File: src/common/foc_pkg.sv
`default_nettype none

package foc_pkg;

  localparam int data_w       = 16;
  localparam int q_bits       = 15;
  localparam int cordic_iters = 16;
  localparam int pwm_shift    = 13;
  localparam int out_lim      = 4096;

  // atan(2^-i) as a fraction of a full turn
  localparam logic [data_w-1:0] atan_table [cordic_iters] = '{
    16'd8192, 16'd4836, 16'd2555, 16'd1297, 16'd651, 16'd326, 16'd163, 16'd81,
    16'd41,   16'd20,   16'd10,   16'd5,    16'd3,   16'd1,   16'd1,   16'd0
  };

  localparam logic signed [data_w-1:0] cordic_gain_inv = 16'sd19898;
  localparam logic signed [data_w-1:0] inv_sqrt3_q15   = 16'sd18919;
  localparam logic signed [data_w-1:0] sqrt3_half_q15  = 16'sd28378;

  typedef struct packed {
    logic signed [data_w-1:0] a;
    logic signed [data_w-1:0] b;
    logic signed [data_w-1:0] c;
  } phase_t;

  typedef struct packed {
    logic signed [data_w-1:0] alpha;
    logic signed [data_w-1:0] beta;
  } ab_t;

  typedef struct packed {
    logic signed [data_w-1:0] d;
    logic signed [data_w-1:0] q;
  } dq_t;

  typedef struct packed {
    logic signed [data_w-1:0] sin;
    logic signed [data_w-1:0] cos;
  } sincos_t;

  typedef enum logic {reg_kp, reg_ki} pid_reg_e;

  typedef struct packed {
    logic              wen;
    logic              axis;  // 0 d, 1 q
    pid_reg_e          addr;
    logic [data_w-1:0] data;
  } pid_cfg_t;

  typedef enum logic [2:0] {st_idle, st_fwd, st_pid, st_inv, st_pwm} seq_state_e;

endpackage

`default_nettype wire

File: src/foc_sequencer.sv
`timescale 1ns/100ps
`default_nettype none

module foc_sequencer import foc_pkg::*; (
  input  logic                     clk,
  input  logic                     rstb,
  input  logic                     valid_i,
  input  logic [data_w-1:0]        angle_i,
  input  phase_t                   curr_i,
  input  logic signed [data_w-1:0] target_i,
  input  logic [data_w-1:0]        period_i,
  input  logic                     fwd_done_i,
  input  logic                     pid_done_i,
  input  logic                     inv_done_i,
  input  logic                     pwm_taken_i,
  output logic                     ready_o,
  output logic [data_w-1:0]        angle_o,
  output phase_t                   curr_o,
  output logic signed [data_w-1:0] target_o,
  output logic [data_w-1:0]        period_o,
  output logic                     cordic_start_o,
  output logic                     pid_start_o,
  output logic                     inv_start_o,
  output logic                     pwm_load_o
);

  seq_state_e state_q;
  logic       accept;

  assign ready_o = (state_q == st_idle);
  assign accept  = valid_i && ready_o;  // valid ignored while busy

  always_ff @(posedge clk or negedge rstb) begin
    if (!rstb) begin
      state_q        <= st_idle;
      cordic_start_o <= 1'b0;
      pid_start_o    <= 1'b0;
      inv_start_o    <= 1'b0;
      pwm_load_o     <= 1'b0;
    end else begin
      cordic_start_o <= accept;  // also kicks the forward transform
      pid_start_o    <= 1'b0;
      inv_start_o    <= 1'b0;
      pwm_load_o     <= 1'b0;
      case (state_q)
        st_idle: if (accept) state_q <= st_fwd;
        st_fwd: begin
          if (fwd_done_i) begin
            pid_start_o <= 1'b1;
            state_q     <= st_pid;
          end
        end
        st_pid: begin
          if (pid_done_i) begin
            inv_start_o <= 1'b1;
            state_q     <= st_inv;
          end
        end
        st_inv: begin
          if (inv_done_i) begin
            pwm_load_o <= 1'b1;
            state_q    <= st_pwm;
          end
        end
        st_pwm: if (pwm_taken_i) state_q <= st_idle;  // new duties applied
        default: state_q <= st_idle;
      endcase
    end
  end

  // sampled operands, held for the whole pass
  always_ff @(posedge clk) begin
    if (accept) begin
      angle_o  <= angle_i;
      curr_o   <= curr_i;
      target_o <= target_i;
    end
  end

  always_ff @(posedge clk or negedge rstb) begin
    if (!rstb) period_o <= '0;
    else if (accept) period_o <= period_i;
  end

endmodule

`default_nettype wire

File: config.mk
export PLATFORM = sky130hd
export DESIGN_NAME = foc_sequencer
export DESIGN_NICKNAME = d
export VERILOG_FILES = /design/src/common/foc_pkg.sv /design/src/foc_sequencer.sv
export SDC_FILE = /design/constraint.sdc
export NUM_CORES = 1
export LEC_CHECK = 0
export BUFFER_PORTS_ARGS = -buffer_cell sky130_fd_sc_hd__buf_4
export CORE_UTILIZATION = 48
export CTS_BUF_LIST = sky130_fd_sc_hd__clkbuf_8
export DETAILED_ROUTE_END_ITERATION = 8
export PLACE_DENSITY = 0.88
export SLEW_MARGIN = 0
export SYNTH_ARGS = -nofsm -noshare
export SYNTH_HDL_FRONTEND = slang
export SYNTH_SLANG_ARGS = --single-unit
File: constraint.sdc
create_clock -name clk -period 2.76 [get_ports clk]
set_input_delay 0.552 -clock clk [delete_from_list [all_inputs] [get_ports clk]]
set_output_delay 0.552 -clock clk [all_outputs]
set_load 0.05 [all_outputs]
Yosys cells after proc, flatten, opt, wreduce, memory -nomap -nowiden
Index checks and enable logic that the tools add are counted.
- output and inout port bits: 101
- flip-flop bits (word level): 103
- input bits: 103
- logic and storage cells: 35
- muxes and demuxes: 12
- reductions and logical operators: 3
- equality and inequality tests: 9
- operator list (operator ; number):
    2-to-1 mux 3 bit ; 5
    case mux 3 bit (5 select lines) ; 1
    != test 2 bit, second input constant ; 4
    equality test 3 x 2 -> 1 bit, second input constant ; 2
    2-to-1 mux 1 bit ; 6
    AND reduction 5 bit ; 1
    equality test 3 x 1 -> 1 bit, second input constant ; 1
    equality test 3 bit, second input constant ; 1
    logical NOT 3 bit ; 1
    != test 2 x 1 -> 1 bit, second input constant ; 1
    logical AND 1 bit ; 1

Logic depth before layout (Yosys ltp)
- word-level depth: 4
- depth in mapped cells: 6
- depth with buffers taken out: 3

Worst setup path before layout
Ideal clock, no wire load.
- kind: reg-to-reg
- from: register state_q[0]
- to: register period_o[10]
- stages on the path, launching flop included: 7
- data arrival time: 2.218 ns
- setup slack: 0.417 ns
- period minus slack after synthesis: 2.343 ns
- data required time: 2.635 ns
- setup time: 0.125 ns
- buffers on the path: 3
- cell sequence: dfrtp_1 > buf_6 > nor3_2 > and2_4 > buf_12 > buf_12 > mux2_4
- word-level cells in the longest chain between the ends: 2
- RTL lines (what ; RTL line ; text):
    start, declared ; foc_sequencer.sv:27 ; seq_state_e state_q;
    start signal, assigned ; foc_sequencer.sv:35 ; state_q <= st_idle;
    start signal, assigned ; foc_sequencer.sv:46 ; st_idle: if (accept) state_q <= st_fwd;
    start signal, assigned ; foc_sequencer.sv:50 ; state_q <= st_pid;
    logical NOT 3 bit ; foc_sequencer.sv:30 ; assign ready_o = (state_q == st_idle);
    named net ready_o ; foc_sequencer.sv:16 ; output logic ready_o,
    logical AND 1 bit ; foc_sequencer.sv:31 ; assign accept = valid_i && ready_o;
    named net accept ; foc_sequencer.sv:28 ; logic accept;
    end signal, assigned ; foc_sequencer.sv:82 ; else if (accept) period_o <= period_i;
    end, declared ; foc_sequencer.sv:20 ; output logic [data_w-1:0] period_o,
The timed path passes the listed nets, and every way through them passes these cells.
A chain may end at the register's enable or synchronous reset.

Worst setup path in the final report
- from: register state_q[1]
- to: output ready_o
- word-level cells in the longest chain between the ends: 1
- RTL lines (what ; RTL line):
    logical NOT 3 bit ; foc_sequencer.sv:30
    end, declared ; foc_sequencer.sv:16
No other way between the ends.

==> metrics.cfg <==
[die]
start_util=0.495
die_w_um=85.5
die_area_um2=7310
ios=204
die_h_um=85.5
rows=30
core_um2=6760

[sta]
slew_violations=0
skew_ps=8.38
worst-slew-pin-transition_ps=363
rsz0062_at_grt=no
hold_viol_final=0
finalSetupViolations=0
relSlewSlack=0.758
final.period_utilization=0.654
min_period_ps=1810
fmax_mhz=554
setup_tns_ps=0

[pwr]
ir_drop_mv=0.919
p_int_mw=3.32
p_seq_frac=0.409
power.switching_mw=2.37
p_leak_nw=2.23
pwr-share-clk=0.156
swShare=0.417
power_density_nw_per_um2=1110
p_comb_frac=0.435

[critical_path]
critPathKind=reg -> out
crit_buf_inv=1
cp.arrival_ps=1250
critical_path.max_fanout=7
slowest_delay_ps=460
worstReg2RegStart=state_q[1]
crit_chain=nor3_2, buf_4
cp-start-kind=register
reg2reg_depth=4
crit_family=flip-flops
rrSetupSlack_ps=970
cpMaxStageDelayCell=dfrtp_1
critPathRequiredTime_ps=2210
r2r_end=period_o[1]
cp-end-kind=primary output

[grt]
antenna_found_initial=0
groute.usage.overall=0.223
grt_pass1_vias=2177
grt_pass1_wl_um=11700
grt.overflow.total=0
grt_max_degree=60

[logic_synthesis]
async_flop_share=0.223
yosysMostFrequentCell=edfxtp_1
ys_types=19
synth_commonest_cells=edfxtp_1 (80), dfrtp_1 (23), mux2_4 (9)
ys_seq_area_frac=0.890
netlist_instances=139
netlist.area_leader.share=0.718
yosys_most_used_dff=edfxtp_1
synth_area_leaders=edfxtp_1 (72%), dfrtp_1 (17%), mux2_4 (4.0%)
synth_seq_cells=103
synth_edf_count=80
synthesis.nets=242
syn_area_um2=3350
yosysTopAreaCell=edfxtp_1
syn_avg_cell_area_um2=24.1
yosys_warnings=0

[cells_and_area]
diodes=0
nets=455
layout-drive-gt1-share=0.666
stdcell_count=436
syn_to_final_growth_pct=53.4
stdcell_area_um2=5130

[clock_tree]
cts_hold_buf=0
root_buffer=clkbuf_8
cts_tree=yes
cts_max_path_buffers=2
cts_buffers=9
h-tree-depth=3
clock_sinks=103
postCtsSetupBuffers=0
post_cts_resize_count=0
clk_pin_slew_worst_paths_ps=90
clk_latency_ps=350

[routing]
drt_first_pass_iters=4
vias=2143
drc=0
ant_nets=0
drt_iter0_markers=117
wl_um=8240
wire_per_inst_um=18.9
avgViaCountPerCell=4.92

[run]
max_cap_violations=0

[worst_hold_path]
hp-class=in -> async

[placed_design]
place_hpwl_um=6460
dp.cells=421
port_buffers=203
finalWeightedCongestion=0.741
placed_area_um2=4950

[run_status]
status=completed

## kinds of logic (layout without fill, tap and decap cells)
logic type / after synthesis / count (layout) / share of synthesized area
simple gates: 11 / 11 / 0.0206
compound gates: 5 / 5 / 0.00897
mux: 16 / 16 / 0.0640
buf+inv: 4 / 221 / 0.0165
flops: 103 / 103 / 0.890
## worst max-delay path by stage
stage / cells past startpoint / start / slack [ps] / endpoint
2_1_floorplan: 6 / state_q[0] / 420 / period_o[10]
3_3_place_gp: 4 / state_q[1] / 1010 / period_o[4]
3_5_place_dp: 4 / state_q[1] / 980 / period_o[5]
4_1_cts: 2 / state_q[1] / 930 / ready_o
5_1_grt: 4 / state_q[1] / 850 / period_o[4]
6_report: 2 / state_q[1] / 950 / ready_o
## metrics by stage
step	setup slack, ps	hold WS (ps)	power (mW)	utilization
after global placement	1010	456	4.79	0.732
after CTS	931	65.1	5.73	0.760
after detailed placement	977	456	4.85	0.732
final	954	72.6	5.69	0.760
after floorplan	417	256	4.05	-
after global routing	853	60.6	5.89	0.760
## registers in the layout (all words and copies together) (netlist names)
name / count
state_q: 3
angle_o: 16
cordic_start_o: 1
target_o: 16
curr_o: 48
inv_start_o: 1
period_o: 16
pwm_load_o: 1
pid_start_o: 1
## layer usage
metal,vias to the layer above,track usage,share of wire
li1,960,-,-
met1,1031,0.252,0.36
met2,136,0.389,0.53
met3,16,0.0846,0.092
met4,0,0.0788,0.021
met5,-,0,0
## cells in the final DEF (no fill, tap or decap), types with 2 or more instances in the layout
cell	synthesis	final
nand2_1	3	3
buf_4	0	204
dfrtp_1	23	23
a21oi_1	2	2
edfxtp_1	80	80
o211ai_1	2	2
clkbuf_8	0	9
mux2_2	7	7
inv_1	1	2
mux2_4	9	9
## cell type report
| type | instances | area, um^2 |
|---|---|---|
| Clock buffer | 9 | 124 |
| Clock inverter | 6 | 62.6 |
| Fill cell | 416 | 1620 |
| Inverter | 1 | 3.75 |
| Multi-Input combinational cell | 32 | 313 |
| Sequential cell | 103 | 2980 |
| Tap cell | 80 | 100 |
| Timing Repair Buffer | 205 | 1550 |
## power by group through the flow
stage	combinational, mW	clock [mW]	sequential [mW]
finish	2.47	0.888	2.33
global route	2.55	0.971	2.37
CTS	2.49	0.912	2.33
detailed placement	2.49	0	2.36
global placement	2.45	0	2.33
floorplan	0.492	0	3.56
No activity file was read; power rests on OpenSTA's default activity.
