File: config.mk
export PLATFORM = sky130hd
export DESIGN_NAME = forward_transform
export DESIGN_NICKNAME = d
export VERILOG_FILES = /design/src/common/foc_pkg.sv /design/src/transform/forward_transform.sv
export SDC_FILE = /design/constraint.sdc
export NUM_CORES = 2
export LEC_CHECK = 0
export BUFFER_PORTS_ARGS = -buffer_cell sky130_fd_sc_hd__buf_2
export CORE_MARGIN = 1.5
export CORE_UTILIZATION = 51
export CTS_BUF_LIST = sky130_fd_sc_hd__clkbuf_8
export DETAILED_ROUTE_END_ITERATION = 10
export PLACE_DENSITY = 0.78
export SYNTH_ARGS = -nofsm -noshare
export SYNTH_HDL_FRONTEND = slang
export SYNTH_SLANG_ARGS = --single-unit
File: constraint.sdc
create_clock -name clk -period 9 [get_ports clk]
set_clock_uncertainty 0.2 [all_clocks]
set_input_delay 0.9 -clock clk [delete_from_list [all_inputs] [get_ports clk]]
set_output_delay 0.9 -clock clk [all_outputs]
set_load 0.1 [all_outputs]
File: src/common/foc_pkg.sv
`default_nettype none

package foc_pkg;

  localparam int data_w       = 16;
  localparam int q_bits       = 15;
  localparam int cordic_iters = 16;
  localparam int pwm_shift    = 13;
  localparam int out_lim      = 4096;

  // atan(2^-i) as a fraction of a full turn
  localparam logic [data_w-1:0] atan_table [cordic_iters] = '{
    16'd8192, 16'd4836, 16'd2555, 16'd1297, 16'd651, 16'd326, 16'd163, 16'd81,
    16'd41,   16'd20,   16'd10,   16'd5,    16'd3,   16'd1,   16'd1,   16'd0
  };

  localparam logic signed [data_w-1:0] cordic_gain_inv = 16'sd19898;
  localparam logic signed [data_w-1:0] inv_sqrt3_q15   = 16'sd18919;
  localparam logic signed [data_w-1:0] sqrt3_half_q15  = 16'sd28378;

  typedef struct packed {
    logic signed [data_w-1:0] a;
    logic signed [data_w-1:0] b;
    logic signed [data_w-1:0] c;
  } phase_t;

  typedef struct packed {
    logic signed [data_w-1:0] alpha;
    logic signed [data_w-1:0] beta;
  } ab_t;

  typedef struct packed {
    logic signed [data_w-1:0] d;
    logic signed [data_w-1:0] q;
  } dq_t;

  typedef struct packed {
    logic signed [data_w-1:0] sin;
    logic signed [data_w-1:0] cos;
  } sincos_t;

  typedef enum logic {reg_kp, reg_ki} pid_reg_e;

  typedef struct packed {
    logic              wen;
    logic              axis;  // 0 d, 1 q
    pid_reg_e          addr;
    logic [data_w-1:0] data;
  } pid_cfg_t;

  typedef enum logic [2:0] {st_idle, st_fwd, st_pid, st_inv, st_pwm} seq_state_e;

endpackage

`default_nettype wire

File: src/transform/forward_transform.sv
`timescale 1ns/100ps
`default_nettype none

module forward_transform import foc_pkg::*; (
  input  logic    clk,
  input  logic    rstb,
  input  logic    start_i,
  input  phase_t  curr_i,
  input  logic    sc_valid_i,
  input  sincos_t sc_i,
  output logic    done_o,
  output dq_t     dq_o
);

  logic signed [data_w+1:0]   sum_ab;
  logic signed [2*data_w+2:0] beta_full;
  logic signed [data_w-1:0]   alpha_q, beta_q;
  logic signed [2*data_w-1:0] ac_q, bs_q, bc_q, as_q;
  logic signed [2*data_w:0]   d_sum, q_sum;
  logic                       wait_q, prod_q;

  // clarke, b-only form
  assign sum_ab    = (data_w+2)'(curr_i.a) + ((data_w+2)'(curr_i.b) <<< 1);
  assign beta_full = (2*data_w+3)'(sum_ab) * (2*data_w+3)'(inv_sqrt3_q15);

  assign d_sum = (2*data_w+1)'(ac_q) + (2*data_w+1)'(bs_q);
  assign q_sum = (2*data_w+1)'(bc_q) - (2*data_w+1)'(as_q);

  always_ff @(posedge clk or negedge rstb) begin
    if (!rstb) begin
      wait_q <= 1'b0;
      prod_q <= 1'b0;
      done_o <= 1'b0;
    end else begin
      prod_q <= wait_q && sc_valid_i;
      done_o <= prod_q;
      if (start_i) wait_q <= 1'b1;
      else if (sc_valid_i) wait_q <= 1'b0;
    end
  end

  always_ff @(posedge clk) begin
    if (start_i) begin
      alpha_q <= curr_i.a;
      beta_q  <= beta_full[q_bits +: data_w];
    end
    if (wait_q && sc_valid_i) begin  // park products once sin/cos land
      ac_q <= (2*data_w)'(alpha_q) * (2*data_w)'(sc_i.cos);
      bs_q <= (2*data_w)'(beta_q) * (2*data_w)'(sc_i.sin);
      bc_q <= (2*data_w)'(beta_q) * (2*data_w)'(sc_i.cos);
      as_q <= (2*data_w)'(alpha_q) * (2*data_w)'(sc_i.sin);
    end
    if (prod_q) begin
      dq_o.d <= d_sum[q_bits +: data_w];
      dq_o.q <= q_sum[q_bits +: data_w];
    end
  end

endmodule

`default_nettype wire

* After elaboration in Yosys (flattened, before gate mapping) *
Cells that the tools add are included.
Widths: inputs -> output; s select.

cells by class
  add/sub/neg operators = 3
  reduce and logical (&&, ||, !) cells = 2
  mux-type cells = 2
  $mul = 5

operators by type and width
  operator                number
  $mul 16x16->31          4
  $add 31x31->31          1
  $mul 18x16->31 const B  1
  $sub 31x31->31          1
  $add 16x17->18          1
  $mux 1                  2
  $reduce_bool 2->1       1
  $logic_and 1x1->1       1

storage, ports and cells
  register bits = 191
  output and inout port bits = 33
  bits of input ports = 84
  word-level logic and storage cells = 23

* Depth between registers and ports, before layout *
  depth after elaboration = 2
  gate-level depth with buffers = 32
  mapped depth without buffers = 32

* Least setup slack after synthesis *
OpenSTA, ideal clock, no wires.

  path type = in2reg
  start = in curr_i[16] in the netlist's numbering
  end = reg beta_q[15], data pin
  slack = 0.666 ns
  path buffers = 0
  library setup time = 0.266 ns
  arrival = 7.869 ns
  stages on the path = 29
  required time = 8.534 ns
  cell sequence = ha_1 > inv_1 > fa_1 > nor2b_1 > o2111ai_1 > a31o_2 > a31o_2 > xnor2_1 > ha_1 > xor2_1 > ha_1 > or2_2 > fa_1 > fa_1 > fa_1 > inv_1 > fa_1 > inv_1 > ha_1 > a21o_1 > a21oi_1 > nor2b_1 > o21ai_0 > a21oi_1 > a221o_1 > o41a_1 > and4_1 > nor3_1 > xor2_1

between the ends
  longest elaborated chain between the ends = 2

RTL lines
  item                     line                     source
  start, declared          forward_transform.sv:8   input phase_t curr_i,
  $add 16x17->18           forward_transform.sv:23  assign sum_ab = (data_w+2)'(curr_i.a) + ((data_w+2)'(curr_i.b) <<< 1);
  $mul 18x16->31           forward_transform.sv:24  assign beta_full = (2*data_w+3)'(sum_ab) * (2*data_w+3)'(inv_sqrt3_q15);
  named net beta_full[30]  forward_transform.sv:16  logic signed [2*data_w+2:0] beta_full;
  end signal, assigned     forward_transform.sv:45  beta_q <= beta_full[q_bits +: data_w];
  end, declared            forward_transform.sv:17  logic signed [data_w-1:0] alpha_q, beta_q;

The timed path passes the listed nets, and every way through them passes these cells.
A chain may end at the register's enable or synchronous reset.

* Worst setup path after layout *
  start = in curr_i[33] in the netlist's numbering
  end = reg beta_q[15], data pin

The elaborated chain is that of the path after synthesis.

==> metrics.cfg <==
[place]
hpwl_um = 99120
io_buffers = 100
globalplace.congestion = 0.9108

[yosys]
syn-num-nets = 7214
yosysWarnings = 0
synth-edff-count = 188
synth.area.top_cells = fa_1 43%, ha_1 12%, edfxtp_1 11%, inv_1 9.9%, and2_1 5.3%
yosys.area.top_type = fa_1
syn-cell-area_mm2 = 0.05256
synth-main-ff-cell = edfxtp_1
synth_cell_types = 84
synth_seq_area_share = 0.1088
async_flop_share = 0.01571
synth_top_cell_area_share = 0.4255
synth.avg_cell_area_um2 = 9.556
synth-seq-cells = 191
syn_inst = 5500

[job]
cap_violations = 0

[critical_path]
rrSetupSlack_ns = 1.18
critPathMaxStageDelay_ns = 0.52
reg2regPathDepth = 20
crit_top_cell = fa_1
crit_required_ns = 9.22
cp-start-kind = input port
arrival_ns = 8.22
cp_max_fo = 5
endpoint_kind = flip-flop
criticalPathCategory = input port to flip-flop
cp_slowest_cell = fa_1

[global_routing]
grt_overflow_total = 0
grt_pass1_vias = 39280
grt_pass1_wl_um = 200700
antenna_found_initial = 3
grt_util_all_layers = 0.2441
grt_max_degree = 120

[clock_network]
ctsRootBufferMaster = clkbuf_8
cts_tree = done
clock-sinks = 191
numCtsBuffers = 17
clk_latency_ns = 0.66
clockBufferDepth = 2
path_clk_slew_ns = 0.14
ctsHtreeMaxLevel = 4

[timing]
min_period_over_period = 0.8888
setup_tns_ns = 0
setup_viol = 0
fin_crit_ns = 7.999
timing.fmax_mhz = 125.0
worstMarginPinSlew_ns = 1.148
slew_headroom = 0.2345
hold_viol = 0
slew_viol_final = 0
rsz0062_at_grt = false

[detailed_routing]
post_drt_wl_per_cell_um = 17.45
drtAntennaViolNets = 0
firstDrtPassIters = 5
drt_iter0_markers = 2483
vias = 36690
vias_per_cell = 5.329
drt-total-wl_um = 120200
drc_errors = 0

[final_layout]
drive_gt1_frac = 0.04589
postLayoutCoreUtil = 0.5398
nFillCells = 8925
seq_area_mm2 = 0.005722
multi_input_comb_area_mm2 = 0.04089
nNetsFinal = 7214
area_delta_synth_final_pct = 4.799
layout_commonest_cell = inv_1
final_cell_mix = 1382 x inv_1, 1117 x fa_1, 612 x nand2_1, 513 x ha_1, 444 x and2_1

[min_path]
hold_depth = 1
hp-class = input port to flip-flop

[floorplan]
ios = 117
die_y_um = 324.0
start_util = 0.5151
core_mm2 = 0.1020
rows = 117
die-width_um = 324.0
die_area_mm2 = 0.1050

[outcome]
status = completed

-- logic make-up (layout without fill, tap and decap cells) --
| group | after synthesis | count (layout) | share of synthesized area |
|---|---|---|---|
| xor+xnor | 227 | 227 | 0.03783 |
| buf+inv | 1584 | 1597 | 0.1132 |
| fa+ha+maj | 1630 | 1630 | 0.5476 |
| other cells | 0 | 4 | 0 |
| simple gates | 1415 | 1415 | 0.1328 |
| flops | 191 | 191 | 0.1088 |
| mux | 6 | 6 | 0.001262 |
| compound gates | 447 | 447 | 0.05844 |
-- final timing paths --
check / from / end
max: curr_i[33] / beta_q[15]$_DFFE_PP_
min: curr_i[33] / alpha_q[1]$_DFFE_PP_
max reg2reg: alpha_q[9]$_DFFE_PP_ / ac_q[29]$_DFFE_PP_
min reg2reg: wait_q$_DFFE_PN0P_ / wait_q$_DFFE_PN0P_
max in group asynchronous: rstb / prod_q$_DFF_PN0_
min in group asynchronous: rstb / prod_q$_DFF_PN0_
-- critical path, delay by kind of cell --
kind / cells / cell delay, ns
compound gates: 9 / 2.10
simple gates: 5 / 1.03
fa+ha+maj: 9 / 3.43
buf+inv: 4 / 0.24
xor+xnor: 3 / 0.52
-- Yosys cell counts, drive strengths merged (4+ instances only) --
| library cell | number |
|---|---|
| a21o | 60 |
| mux2i | 4 |
| o21bai | 17 |
| or4 | 6 |
| ha | 513 |
| xnor2 | 169 |
| a221oi | 9 |
| a31oi | 19 |
| nand4 | 6 |
| inv | 1383 |
| a211o | 4 |
| fa | 1117 |
| clkbuf | 197 |
| xor2 | 58 |
| o311ai | 9 |
| nand3b | 5 |
| and2 | 446 |
| and3 | 24 |
| nor2 | 121 |
| and4 | 4 |
| edfxtp | 188 |
| nand2 | 612 |
| nand2b | 75 |
| a311oi | 5 |
| o21ai | 86 |
| a31o | 8 |
| nor4 | 10 |
| nor2b | 21 |
| o2111ai | 5 |
| or3 | 9 |
| o211ai | 8 |
| o21a | 27 |
| a2111oi | 13 |
| nand3 | 31 |
| a211oi | 19 |
| a21oi | 124 |
| nor3 | 29 |
| or2 | 11 |
-- sequential cells by signal, indices dropped and copies added, names as in the netlist --
| register | flops |
|---|---|
| beta_q | 16 |
| as_q | 31 |
| prod_q | 1 |
| bs_q | 31 |
| alpha_q | 16 |
| ac_q | 31 |
| done_o | 1 |
| wait_q | 1 |
| dq_o | 32 |
| bc_q | 31 |
-- what timing repair did --
item	CTS	global route
gates resized for setup	0	0
hold buffers	1	0
buffers inserted	0	0
hold endpoints to repair	3	0
-- through the flow --
stage	hold WS, ns	instance area (µm²)	setup slack [ns]	cells
floorplan	0.2455	52560	0.6655	5500
global placement	0.2654	54630	0.4883	6848
detailed placement	0.2799	54630	0.3723	6848
CTS	0.1767	55070	1.113	6881
global route	0.2002	55080	0.6485	6884
finish	0.2360	55080	1.001	6885
-- final cells by class --
class,instances,share of cell area
well taps,1368,0.03107
multi-input cells,3725,0.7424
clock buffers,17,0.004248
repair buffers,180,0.02026
inverters,1385,0.09443
flip-flops and latches,191,0.1039
diodes,4,0.0001817
clock inverters,15,0.003566
-- metal layers --
| metal | vias up | share of wire | global-route usage |
|---|---|---|---|
| met5 | - | 0 | 0 |
| li1 | 16520 | - | - |
| met2 | 1274 | 0.48 | 0.4008 |
| met4 | 0 | 0.035 | 0.08172 |
| met3 | 200 | 0.066 | 0.03559 |
| met1 | 18700 | 0.42 | 0.3327 |
Power is not shown: default switching activity piles up to over one toggle a cycle in this logic, so the estimate is an artifact.
