--- src/common/foc_pkg.sv ---
`default_nettype none

package foc_pkg;

  localparam int data_w       = 16;
  localparam int q_bits       = 15;
  localparam int cordic_iters = 16;
  localparam int pwm_shift    = 13;
  localparam int out_lim      = 4096;

  // atan(2^-i) as a fraction of a full turn
  localparam logic [data_w-1:0] atan_table [cordic_iters] = '{
    16'd8192, 16'd4836, 16'd2555, 16'd1297, 16'd651, 16'd326, 16'd163, 16'd81,
    16'd41,   16'd20,   16'd10,   16'd5,    16'd3,   16'd1,   16'd1,   16'd0
  };

  localparam logic signed [data_w-1:0] cordic_gain_inv = 16'sd19898;
  localparam logic signed [data_w-1:0] inv_sqrt3_q15   = 16'sd18919;
  localparam logic signed [data_w-1:0] sqrt3_half_q15  = 16'sd28378;

  typedef struct packed {
    logic signed [data_w-1:0] a;
    logic signed [data_w-1:0] b;
    logic signed [data_w-1:0] c;
  } phase_t;

  typedef struct packed {
    logic signed [data_w-1:0] alpha;
    logic signed [data_w-1:0] beta;
  } ab_t;

  typedef struct packed {
    logic signed [data_w-1:0] d;
    logic signed [data_w-1:0] q;
  } dq_t;

  typedef struct packed {
    logic signed [data_w-1:0] sin;
    logic signed [data_w-1:0] cos;
  } sincos_t;

  typedef enum logic {reg_kp, reg_ki} pid_reg_e;

  typedef struct packed {
    logic              wen;
    logic              axis;  // 0 d, 1 q
    pid_reg_e          addr;
    logic [data_w-1:0] data;
  } pid_cfg_t;

  typedef enum logic [2:0] {st_idle, st_fwd, st_pid, st_inv, st_pwm} seq_state_e;

endpackage

`default_nettype wire

--- src/transform/inverse_transform.sv ---
`timescale 1ns/100ps
`default_nettype none

module inverse_transform import foc_pkg::*; (
  input  logic    clk,
  input  logic    rstb,
  input  logic    start_i,
  input  dq_t     dq_i,
  input  sincos_t sc_i,
  output logic    done_o,
  output phase_t  v_o
);

  logic signed [2*data_w:0]   alpha_sum, beta_sum;
  logic signed [2*data_w:0]   beta_k;
  logic signed [data_w-1:0]   alpha_q, beta_q;
  logic signed [data_w-1:0]   half_alpha, beta_s;
  logic                       stage_q;

  // inverse park
  assign alpha_sum = (2*data_w+1)'(dq_i.d) * (2*data_w+1)'(sc_i.cos)
                   - (2*data_w+1)'(dq_i.q) * (2*data_w+1)'(sc_i.sin);
  assign beta_sum  = (2*data_w+1)'(dq_i.d) * (2*data_w+1)'(sc_i.sin)
                   + (2*data_w+1)'(dq_i.q) * (2*data_w+1)'(sc_i.cos);

  // inverse clarke terms
  assign beta_k     = (2*data_w+1)'(beta_q) * (2*data_w+1)'(sqrt3_half_q15);
  assign beta_s     = beta_k[q_bits +: data_w];
  assign half_alpha = alpha_q >>> 1;

  always_ff @(posedge clk or negedge rstb) begin
    if (!rstb) begin
      stage_q <= 1'b0;
      done_o  <= 1'b0;
    end else begin
      stage_q <= start_i;
      done_o  <= stage_q;
    end
  end

  always_ff @(posedge clk) begin
    if (start_i) begin
      alpha_q <= alpha_sum[q_bits +: data_w];
      beta_q  <= beta_sum[q_bits +: data_w];
    end
    if (stage_q) begin
      v_o.a <= alpha_q;
      v_o.b <= beta_s - half_alpha;
      v_o.c <= -half_alpha - beta_s;
    end
  end

endmodule

`default_nettype wire

--- config.mk ---
export PLATFORM = sky130hd
export DESIGN_NAME = inverse_transform
export DESIGN_NICKNAME = d
export VERILOG_FILES = /design/src/common/foc_pkg.sv /design/src/transform/inverse_transform.sv
export SDC_FILE = /design/constraint.sdc
export NUM_CORES = 2
export LEC_CHECK = 0
export BUFFER_PORTS_ARGS = -buffer_cell sky130_fd_sc_hd__buf_2
export CORE_MARGIN = 2
export CORE_UTILIZATION = 50
export CTS_BUF_LIST = sky130_fd_sc_hd__clkbuf_8
export DETAILED_ROUTE_END_ITERATION = 6
export PLACE_DENSITY = 0.68
export SLEW_MARGIN = 15
export SYNTH_ARGS = -nofsm -noshare
export SYNTH_HDL_FRONTEND = slang
export SYNTH_SLANG_ARGS = --single-unit
--- constraint.sdc ---
create_clock -name clk -period 9 [get_ports clk]
set_input_delay 2.7 -clock clk [delete_from_list [all_inputs] [get_ports clk]]
set_output_delay 2.7 -clock clk [all_outputs]
set_load 0.005 [all_outputs]
# ---- After elaboration in Yosys (flattened, before gate mapping)
# Cells that the tools add are included.
# Widths: inputs -> output; s select.
dict set report totals {
  inputBits 67
  ff_bits 82
  word_cells 17
}
dict set report classes {
  add_sub_neg 5
  n_mul 5
}
# op n
set op_table {}
lappend op_table {{$mul 16x16->31} 4}
lappend op_table {{$add 31x31->31} 1}
lappend op_table {{$sub 31x31->31} 1}
lappend op_table {{$mul 16x15->30 const B} 1}
lappend op_table {{$neg 15->16} 1}
lappend op_table {{$sub 16x15->16} 1}
lappend op_table {{$sub 16x16->16} 1}

# ---- Longest topological paths before layout
dict set report logic_depth {
  word_depth 2
  mapped_depth 31
  mapped_depth_nobuf 31
}

# ---- Worst setup path before layout
# Ideal clock, no wire load.
dict set report synth_timing {
  path_kind {input to register}
  start {input dq_i[15] in the netlist's numbering}
  end {register alpha_q[15] (data pin)}
  setup_time_ns 0.260
  path_buffers 2
  slack_ns -1.001
  arrival_time_ns 9.741
  stages 25
  cell_sequence {clkbuf_1 clkbuf_1 nand2_1 inv_1 fa_1 fa_1 inv_1 fa_1 fa_1 fa_1 fa_1 fa_1 inv_1 fa_1 inv_1 ha_1 a21o_1 a21o_1 a21o_1 a21oi_1 nor2b_1 a311o_1 a211oi_2 o21bai_1 xnor2_1}
}
dict set report synth_via {
  elab_chain_cells 2
}
# element line_no
set synth_rtl {}
lappend synth_rtl {{from (decl)} inverse_transform.sv:8} ;# input dq_t dq_i,
lappend synth_rtl {{$mul 16x16->31} inverse_transform.sv:22} ;# - (2*data_w+1)'(dq_i.q) * (2*data_w+1)'(sc_i.sin);
lappend synth_rtl {{$sub 31x31->31} inverse_transform.sv:22}
lappend synth_rtl {{net alpha_sum[30]} inverse_transform.sv:14} ;# logic signed [2*data_w:0] alpha_sum, beta_sum;
lappend synth_rtl {{to (signal assigned)} inverse_transform.sv:43} ;# alpha_q <= alpha_sum[q_bits +: data_w];
lappend synth_rtl {{to (decl)} inverse_transform.sv:16} ;# logic signed [data_w-1:0] alpha_q, beta_q;
# The timed path passes the listed nets, and every way through them passes these cells.
# A chain may end at the register's enable or synchronous reset.

# ---- Final worst setup path
dict set report layout_timing {
  start {input dq_i[6] in the netlist's numbering}
  end {register alpha_q[15] (data pin)}
}
# Same word-level chain as after synthesis.

==> impl_metrics.py <==
metrics = {
    "status": {
        "status": "complete, but fails checks",
        "violations": "negative setup slack",
    },
    "hold_path": {
        "hp-start": "alpha_q[0]$_DFFE_PP_",
        "hold_depth": 0,
        "hold_path.class": "reg -> reg",
    },
    "critical_path": {
        "crit_chain": "buf_4 > buf_4 > and2_1 > fa_1 > inv_1 > fa_1 > fa_1 > fa_1 > fa_1 > fa_1 > fa_1 > inv_1 > fa_1 > inv_1 > ha_4 > and2_1 > a22o_1 > a31oi_4 > buf_12 > o31ai_4 > a311o_1 > a211oi_2 > o21bai_1 > xnor2_1",
        "arrival_ps": 9460,
        "end_kind": "flip-flop",
        "r2r_cells": 28,
        "crit_top_cell": "fa_1",
        "cp_slowest_cell": "fa_1",
        "crit_path_max_incr_delay_ps": 610,
        "cp.required_ps": 9130,
        "rr_startpoint": "beta_q[15]$_DFFE_PP_",
        "criticalPathCategory": "in -> reg",
        "worst-path-max-fanout": 7,
        "crit_start": "dq_i[6]",
        "worst_setup_path_start_kind": "input pin",
    },
    "clock_tree": {
        "cts_hold_buf": 0,
        "cts_buffers": 9,
        "clock_latency_ps": 380,
        "cts-root-buf": "clkbuf_8",
        "cts_sinks": 81,
        "cts_tree": "built",
        "clkTransAtPathRegs_ps": 90,
        "clockBufferDepth": 2,
        "ctsHtreeMaxLevel": 3,
    },
    "floorplanning": {
        "initial_core_util": 0.504,
        "die_x_um": 311,
        "dieArea_mm2": 0.0966,
        "coreArea_mm2": 0.0933,
        "pin_count": 116,
        "chipHeight_um": 311,
        "fp-row-count": 112,
    },
    "routing": {
        "ant_nets": 0,
        "routed-via-count": 33300,
        "drtPass1Iterations": 6,
        "routed_wl_mm": 129,
        "wire_per_inst_um": 19.5,
        "drt_iter0_markers": 2099,
        "vias_per_cell": 5.03,
        "drcViolationCount": 0,
    },
    "timing": {
        "fin_worst_skew_ps": 13.3,
        "tightest_slew_ps": 1030,
        "holdWs_ps": 414,
        "fin_crit_sh": 1.04,
        "slew_headroom": 0.312,
        "slew_viol_final": 0,
        "rsz0062_at_grt": "yes",
        "fmax_ghz": 0.107,
        "fin_ws_ps": -328,
        "post-route-min-period_ps": 9330,
        "finalSetupViolations": 21,
        "hold_viol_final": 0,
        "finalSetupTns_ps": -3730,
    },
    "global_route": {
        "grt_pass1_vias": 37200,
        "grt_max_degree": 49,
        "gr-usage-all-layers": 0.282,
        "grt_pass1_wl_mm": 208,
        "grt_antenna_before_repair": 12,
        "grt_remaining_overflow": 0,
    },
    "layout": {
        "fill_cells": 8063,
        "final_common_cell": "inv_1",
        "most-common-layout-cells": "1473 x inv_1, 1214 x fa_1, 543 x nand2_1, 449 x buf_4, 420 x and2_1",
        "nNetsFinal": 7105,
        "syn_to_final_growth_pct": 15.4,
        "drive_above_1_share": 0.148,
    },
    "synth": {
        "syn-instance-count": 4906,
        "ys_types": 61,
        "ys.flop_type": "edfxtp_1",
        "ys_seq_area_frac": 0.0515,
        "synth_nets": 6648,
        "synth_area_per_cell_um2": 9.59,
        "yosys_warnings": 0,
        "syn-cell-area_mm2": 0.0471,
        "synth_edf_count": 79,
        "synth-async-reset-ratio": 0.0247,
        "yosys_register_bits": 81,
    },
    "job": {
        "maxCapViolCount": 0,
    },
    "placed_design": {
        "place_congestion": 1.06,
        "dp_hpwl_mm": 116,
        "io_buffers": 115,
    },
}
## sequential cells by signal, summed over array words and instances (netlist names)
register / count
done_o: 1
v_o: 47
alpha_q: 16
stage_q: 1
beta_q: 16
## worst max-delay path: cells and delay by family
kind	cells	cell delay [ps]
AND/OR/NAND/NOR	2	300
XOR/XNOR	1	150
buffers and inverters	6	700
AO/OA/AOI/OAI	6	1200
adder cells (fa/ha/maj)	9	4370
## timing repair
item                                    4_1_cts  5_1_grt
resized for setup                           145      129
cloned                                        0        0
setup buffers                                27       18
pin swaps                                    79       99
endpoints found under the setup margin       27       28
## layout make-up
cell class / instances / area [um^2] / share of cell area
clock inverter: 7 / 52.6 / 0.000968
inverter: 1501 / 5640 / 0.104
sequential: 81 / 2420 / 0.0446
multi-input combinational: 3132 / 38800 / 0.715
clock buffer: 9 / 124 / 0.00228
tap: 1254 / 1570 / 0.0289
antenna: 2 / 5.00 / 0.0000922
timing repair buffer: 638 / 5670 / 0.104
## synthesized netlist by cell type (3+ instances only)
cell type  count  share of area
inv_1       1500           0.12
o21bai_1       6        0.00096
o211ai_1       6        0.00096
xor2_1        34         0.0063
nor4_1         4        0.00053
a31oi_1        5        0.00066
a21o_1        22         0.0035
nor2b_1       33         0.0044
nand4_1        4        0.00053
nor2_1        55         0.0044
a21oi_1       44         0.0047
edfxtp_1      79          0.050
nand3_1       13         0.0014
ha_1         434           0.12
fa_1        1241           0.53
clkbuf_1     191          0.015
nand3b_1       3        0.00048
or3_1          4        0.00053
o21ai_0       24         0.0026
xnor2_1      101          0.019
nand2_1      550          0.044
nand2b_1      30         0.0040
and3_1         9         0.0012
o21a_1         8         0.0013
and2_1       435          0.058
o21ai_1        6        0.00064
nor3_1        21         0.0022
## metal layers
metal / track usage / part of all wire / vias up
met4: 0.108 / 0.047 / 10
met2: 0.469 / 0.48 / 1119
li1: - / - / 14800
met3: 0.0426 / 0.070 / 268
met1: 0.374 / 0.40 / 17100
met5: 0 / 0.00055 / -
## through the flow
step / utilization / setup WS [ps] / area [um^2] / std cells
final: 0.582 / -328 / 54300 / 6624
after CTS: 0.576 / -364 / 53700 / 6606
after detailed placement: 0.566 / -1100 / 52900 / 6564
after global placement: 0.566 / -1030 / 52900 / 6564
after floorplan: - / -566 / 47300 / 4906
after global routing: 0.582 / -516 / 54300 / 6622
## final timing paths
path                                               to  slack [ps]
min in group asynchronous           stage_q$_DFF_PN0_        2080
worst min register to register      v_o[32]$_DFFE_PP_         410
max in group asynchronous           stage_q$_DFF_PN0_        6820
worst max register to register      v_o[15]$_DFFE_PP_         930
worst min-delay path                v_o[32]$_DFFE_PP_         410
worst max-delay path            alpha_q[15]$_DFFE_PP_        -330
## kinds of logic after synthesis
group                      Yosys count  synth area share
muxes                                2          0.000452
and+or+nand+nor                   1167             0.122
buffers and inverters             1693             0.135
DFF                                 81            0.0515
AOI/OAI and AO/OA                  153            0.0219
adders and majority gates         1675             0.643
xor gates and xnor gates           135            0.0251
Power is not shown: default switching activity piles up to over one toggle a cycle in this logic, so the estimate is an artifact.
