[config.mk]
export PLATFORM = sky130hd
export DESIGN_NAME = pid_ctrl
export DESIGN_NICKNAME = d
export VERILOG_FILES = /design/src/common/foc_pkg.sv /design/src/pid/pid_ctrl.sv
export SDC_FILE = /design/constraint.sdc
export NUM_CORES = 2
export LEC_CHECK = 0
export BUFFER_PORTS_ARGS = -buffer_cell sky130_fd_sc_hd__buf_4
export CORE_MARGIN = 2
export CORE_UTILIZATION = 65
export DETAILED_ROUTE_END_ITERATION = 6
export GPL_ROUTABILITY_DRIVEN = 1
export PLACE_DENSITY_LB_ADDON = 0.12
export SYNTH_ARGS = -nofsm -noshare
export SYNTH_HDL_FRONTEND = slang
export SYNTH_SLANG_ARGS = --single-unit
[constraint.sdc]
create_clock -name clk -period 17.63 [get_ports clk]
set_clock_uncertainty 0.05 [all_clocks]
set_input_delay 2.6445 -clock clk [delete_from_list [all_inputs] [get_ports clk]]
set_output_delay 2.6445 -clock clk [all_outputs]
set_load 0.02 [all_outputs]
[src/common/foc_pkg.sv]
`default_nettype none

package foc_pkg;

  localparam int data_w       = 16;
  localparam int q_bits       = 15;
  localparam int cordic_iters = 16;
  localparam int pwm_shift    = 13;
  localparam int out_lim      = 4096;

  // atan(2^-i) as a fraction of a full turn
  localparam logic [data_w-1:0] atan_table [cordic_iters] = '{
    16'd8192, 16'd4836, 16'd2555, 16'd1297, 16'd651, 16'd326, 16'd163, 16'd81,
    16'd41,   16'd20,   16'd10,   16'd5,    16'd3,   16'd1,   16'd1,   16'd0
  };

  localparam logic signed [data_w-1:0] cordic_gain_inv = 16'sd19898;
  localparam logic signed [data_w-1:0] inv_sqrt3_q15   = 16'sd18919;
  localparam logic signed [data_w-1:0] sqrt3_half_q15  = 16'sd28378;

  typedef struct packed {
    logic signed [data_w-1:0] a;
    logic signed [data_w-1:0] b;
    logic signed [data_w-1:0] c;
  } phase_t;

  typedef struct packed {
    logic signed [data_w-1:0] alpha;
    logic signed [data_w-1:0] beta;
  } ab_t;

  typedef struct packed {
    logic signed [data_w-1:0] d;
    logic signed [data_w-1:0] q;
  } dq_t;

  typedef struct packed {
    logic signed [data_w-1:0] sin;
    logic signed [data_w-1:0] cos;
  } sincos_t;

  typedef enum logic {reg_kp, reg_ki} pid_reg_e;

  typedef struct packed {
    logic              wen;
    logic              axis;  // 0 d, 1 q
    pid_reg_e          addr;
    logic [data_w-1:0] data;
  } pid_cfg_t;

  typedef enum logic [2:0] {st_idle, st_fwd, st_pid, st_inv, st_pwm} seq_state_e;

endpackage

`default_nettype wire

[src/pid/pid_ctrl.sv]
`timescale 1ns/100ps
`default_nettype none

module pid_ctrl import foc_pkg::*; (
  input  logic                     clk,
  input  logic                     rstb,
  input  logic                     axis_i,
  input  pid_cfg_t                 cfg_i,
  input  logic                     start_i,
  input  logic signed [data_w-1:0] target_i,
  input  logic signed [data_w-1:0] meas_i,
  output logic                     done_o,
  output logic signed [data_w-1:0] out_o
);

  logic signed [data_w-1:0] kp_q, ki_q, integ_q;
  logic signed [data_w:0]   err;
  logic signed [2*data_w:0] p_full, i_full;
  logic signed [data_w+3:0] p_term, integ_sum, integ_next, out_sum;

  function automatic logic signed [data_w+3:0] clamp_lim(input logic signed [data_w+3:0] v);
    if (v > (data_w+4)'(out_lim)) return (data_w+4)'(out_lim);
    else if (v < -(data_w+4)'(out_lim)) return -(data_w+4)'(out_lim);
    return v;
  endfunction

  assign err    = (data_w+1)'(target_i) - (data_w+1)'(meas_i);
  assign p_full = (2*data_w+1)'(err) * (2*data_w+1)'(kp_q);
  assign i_full = (2*data_w+1)'(err) * (2*data_w+1)'(ki_q);

  assign p_term     = (data_w+4)'($signed(p_full[2*data_w:q_bits]));
  assign integ_sum  = (data_w+4)'(integ_q) + (data_w+4)'($signed(i_full[2*data_w:q_bits]));
  assign integ_next = clamp_lim(integ_sum);  // anti-windup
  assign out_sum    = clamp_lim(p_term + integ_next);

  always_ff @(posedge clk or negedge rstb) begin
    if (!rstb) begin
      kp_q    <= '0;
      ki_q    <= '0;
      integ_q <= '0;
      out_o   <= '0;
      done_o  <= 1'b0;
    end else begin
      done_o <= start_i;
      if (cfg_i.wen && (cfg_i.axis == axis_i)) begin
        case (cfg_i.addr)
          reg_kp: kp_q <= cfg_i.data;
          reg_ki: ki_q <= cfg_i.data;
        endcase
      end
      if (start_i) begin
        integ_q <= integ_next[data_w-1:0];
        out_o   <= out_sum[data_w-1:0];
      end
    end
  end

endmodule

`default_nettype wire

# == After elaboration in Yosys (flattened, before gate mapping) ==
# Index checks and enable logic that the tools add are counted.
# word_totals
latchBits,0
rom_bits,0
word_cells,29
regBits,65
memories,0
ramBits,0
# classes
reduce_logical,3
mux,10
n_mul,2
bitwise,1
n_eq_ne,1
addsub,3
n_lt_le_gt_ge,4
n_shift,0
div_mod_pow,0
# op_table
operator,count
$mul 17x16->33,2
$mux 20,3
$mux 16,3
$add 18x20->20,1
$gt 20x14->1 const B,1
$lt 20x13->1 const B,1
$add 16x18->19,1
$gt 19x14->1 const B,1
$lt 19x13->1 const B,1
$sub 16x16->17,1
$mux 1,4
$reduce_and 2->1,2
$eq 1x1->1,1
$logic_and 1x1->1,1
$not 1->1,1

# == Longest topological paths before layout ==
# logic_depth
ltp_word,12
mapped_depth,59

# == Worst setup path before layout ==
# No wires, ideal clock.
# synth_path
kind,input-to-reg
start,in target_i[0]
end,reg out_o[5]
arrival_time_ns,14.744
path_slack_ns,2.720
cell_stages,56
required_time_ns,17.464
cell_sequence,inv_1 ha_1 fa_1 nor2b_1 o21ai_0 a21boi_0 o211ai_1 a21oi_1 nor3_1 xnor2_1 clkbuf_1 nand2_1 fa_1 fa_1 inv_1 fa_1 inv_1 fa_1 (+20 left out) a41oi_1 xor2_1 or4_1 buf_2 nand2_1 and2_1 ha_1 buf_2 a2111o_1 a31o_1 a32oi_2 o21a_1 a21oi_1 mux2_2 nor4_2 buf_4 nand3_1 o311ai_0
# synth_between
elab_chain_cells,12
word_cells_on_any_way,17
cone_classes,add/sub: 3; mul: 2; order compare: 4; mux: 8
# synth_rtl
element,line,text
from (decl),pid_ctrl.sv:10,"input logic signed [data_w-1:0] target_i,"
$sub 16x16->17 (*),pid_ctrl.sv:27,assign err = (data_w+1)'(target_i) - (data_w+1)'(meas_i);
$mul 17x16->33 (*),pid_ctrl.sv:29,assign i_full = (2*data_w+1)'(err) * (2*data_w+1)'(ki_q);
$add 16x18->19 (*),pid_ctrl.sv:32,assign integ_sum = (data_w+4)'(integ_q) + (data_w+4)'($signed(i_full[2*data_w:q_bits]));
$lt 19x13->1,pid_ctrl.sv:23,else if (v < -(data_w+4)'(out_lim)) return -(data_w+4)'(out_lim);
$mux 1,pid_ctrl.sv:23,
$mux 1,pid_ctrl.sv:22,if (v > (data_w+4)'(out_lim)) return (data_w+4)'(out_lim);
$mux 20 (*),pid_ctrl.sv:24,return v;
net integ_next[4],pid_ctrl.sv:19,"logic signed [data_w+3:0] p_term, integ_sum, integ_next, out_sum;"
$add 18x20->20 (*),pid_ctrl.sv:34,assign out_sum = clamp_lim(p_term + integ_next);
$lt 20x13->1,pid_ctrl.sv:23,
$mux 1,pid_ctrl.sv:23,
$mux 1,pid_ctrl.sv:22,
$mux 16 (*),pid_ctrl.sv:24,
to (signal assigned),pid_ctrl.sv:53,out_o <= out_sum[data_w-1:0];
to (decl),pid_ctrl.sv:13,output logic signed [data_w-1:0] out_o
# Mark *: on every way through the listed nets, which the timed path passes. The rest lies on a longest branch.
# A chain may end at the register's enable or synchronous reset.

# == Final worst setup path ==
# layout_path
start,in target_i[0]
end,reg out_o[10]
# Same word-level chain as after synthesis.

==> impl_metrics.yaml <==
clock_tree:
  insertion_delay_ns: 0.36
  cts_buffers: 9
  cts_buffer_depth: 2
  htreeDepth: 3
  cts_tree: "done"
  path_clk_slew_ns: 0.06
  clock_sinks: 65
  cts_hold_buffers: 0
  cts_root_buf: "clkbuf_16"
worst_setup_path:
  required_ns: 17.80
  cp_num_cells: 52
  cpLargestDelayFamily: "compound AO/OA/AOI/OAI gates"
  critPathMostFrequentCell: "fa_1"
  crit_buf_inv: 8
  start_kind: "input port"
  crit_start: "target_i[0]"
  r2r-end: "out_o[10]"
  cp_slowest_cell: "o31ai_1"
  worstSetupEndpoint: "out_o[10]"
  crit_fanout: 32
  crit_type: "input port to register"
  critical-path-max-stage-delay_ns: 0.66
  critPathArrivalTime_ns: 16.87
  r2r_cells: 42
  endpoint_kind: "register"
  r2r-start: "ki_q[1]"
  rrSetupSlack_ns: 4.64
finish:
  post-route-cell-area_um2: 27750
  fin_util_pct: 68.42
  diodes: 0
  fillers: 3283
  layout-drive-gt1-share_pct: 6.651
  final_nets: 3776
  area_delta_synth_final_pct: 4.530
  finalNonFillerCells: 3494
synthesis:
  synth-seq-area-share_pct: 6.128
  ys_seq_elements: 65
  synth_xor_area_share_pct: 3.135
  yosysUniqueCellTypes: 72
  synth_top_family_by_area: "adder cells"
  synth_edf_count: 0
  async_flop_share_pct: 100.0
  synth_warnings: 0
  syn_inst: 3009
  synth.net_count: 3828
  yosys.area_share.simple_pct: 17.02
  syn_area_per_cell_um2: 8.822
  synth_fa_ha_area_share_pct: 51.57
  yosys_most_used_dff: "dfrtp_1"
  synth_compound_area_share_pct: 8.659
  synth_area_um2: 26540
  muxShareOfSynthArea_pct: 1.956
sta:
  fmax_mhz: 59.90
  rsz0062_at_grt: "no"
  min_period_ns: 16.69
  worst_pin_slew_ns: 1.040
  setup_viol: 0
  fin_crit_sh_pct: 94.69
  finalSetupTns_ns: 0
  slew_headroom_pct: 30.32
  finalMaxSlewViolations: 0
  hold_violations: 0
floorplanning:
  fp.dieW_um: 206.1
  rows: 74
  dieArea_um2: 42470
  start_util_pct: 65.45
  ios: 72
  die_y_um: 206.1
  core_region_area_um2: 40550
global_route:
  grt_pass1_vias: 22170
  gr-total-overflow: 0
  antenna_found_initial: 3
  grtUsageTotal_pct: 33.84
  grt_pass1_wl_um: 112500
  grt_max_degree: 66
detailed_routing:
  drt_iter0_markers: 1410
  wl_per_cell_um: 19.15
  vias: 20710
  vias_per_cell: 5.928
  drt-total-wl_um: 66900
  ant_nets: 0
  dr.pass1.iters: 7
  drc_errors: 0
min_path:
  min_path_type: "register to register"
placement:
  hpwlAfterDp_um: 52680
  placed_area_um2: 27420
  dp_cells: 3478
  numPortBuffers: 71
  gp_congestion: 0.9415
run:
  cap_violations: 0
status:
  status: "finished clean"
==> worst reg2reg max path: cells and delay by family (launching register included) <==
| kind | cells | cell delay (ns) |
|---|---|---|
| xor+xnor | 2 | 0.37 |
| fa+ha+maj | 9 | 4.03 |
| simple gates | 8 | 2.04 |
| flops | 1 | 0.83 |
| compound gates | 17 | 5.07 |
| buf+inv | 6 | 0.47 |
==> synthesized netlist by cell type (all sizes together) (36+ instances only) <==
library cell  count  area share (%)
clkbuf          148             2.1
ha              218              10
o211ai           41             1.2
nand2b           43             1.0
nor2b            76             1.8
nor4             36            0.87
mux2             39             1.7
a21o             36             1.0
nor2             68            0.96
inv             635             9.0
o21ai            37            0.70
and2            176             4.1
dfrtp            65             6.1
nand2           409             5.8
fa              546              41
xnor2            63             2.1
a21oi            63             1.2
==> registers in the layout, indices dropped and copies added, names as in the netlist <==
name     flops
integ_q     16
ki_q        16
kp_q        16
out_o       16
done_o       1
==> cell type report <==
class                           count  area (um^2)  area share [%]
Clock buffer                       10        229.0          0.8252
Clock inverter                      6        92.59          0.3337
Inverter                          635         2384           8.590
Multi-Input combinational cell   2143        21980           79.20
Sequential cell                    65         1627           5.862
Tap cell                          532        665.6           2.399
Timing Repair Buffer              103        773.2           2.787
==> metal layers <==
layer	vias up	global-route usage, %	wire [um]
met5	-	0	62
met3	209	4.888	5032
met1	10420	43.90	25830
li1	9193	-	-
met4	6	13.62	2870
met2	885	57.39	33100
==> logic make-up after synthesis <==
| kind of cell | count (synthesis) |
|---|---|
| and+or+nand+nor | 915 |
| DFF | 65 |
| muxes | 47 |
| AOI/OAI and AO/OA | 319 |
| adders and majority gates | 767 |
| xor gates and xnor gates | 95 |
| buffers and inverters | 801 |
==> worst min path at each step <==
| stage | slack, ns | from | cells after the start | end |
|---|---|---|---|---|
| 3_3_place_gp | 0.42 | integ_q[13] | 1 | integ_q[13] |
| 6_report | 0.45 | out_o[15] | 2 | out_o[15] |
| 5_1_grt | 0.46 | integ_q[13] | 1 | integ_q[13] |
| 2_1_floorplan | 0.41 | integ_q[13] | 1 | integ_q[13] |
| 3_5_place_dp | 0.43 | integ_q[13] | 1 | integ_q[13] |
| 4_1_cts | 0.45 | integ_q[13] | 1 | integ_q[13] |
==> cell usage in the layout (no fill, tap or decap), types with 7 or more instances in the layout <==
master / n
a211oi_1: 14
a21o_1: 35
a21oi_1: 63
a311o_1: 12
a311oi_1: 21
a31oi_1: 10
and2_1: 175
and3_1: 12
buf_4: 103
clkbuf_16: 9
dfrtp_1: 65
fa_1: 546
ha_1: 216
inv_1: 635
mux2_2: 39
mux2i_1: 8
nand2_1: 409
nand2b_1: 43
nand3_1: 27
nand4_1: 12
nor2_1: 66
nor2b_1: 76
nor3_1: 22
nor4_1: 35
o211ai_1: 41
o21a_1: 13
o21ai_0: 35
o221ai_1: 8
o311ai_0: 7
o31ai_1: 7
or2_2: 9
or3_1: 7
xnor2_1: 56
xnor2_2: 7
xor2_1: 30
==> repair_timing <==
action                     CTS  global route
setup endpoints to repair    0             5
resized for setup            0             2
buffers inserted             0             0
==> metrics by stage <==
stage	hold slack, ns	setup WS [ns]
2_1_floorplan	0.4073	2.720
3_3_place_gp	0.4225	1.304
3_5_place_dp	0.4303	0.7426
4_1_cts	0.4481	1.037
5_1_grt	0.4597	0.09108
6_report	0.4517	0.9367
Power is left out: the tool's default activity adds up to more than one toggle a clock period on the data nets, which glitch-free logic cannot reach.
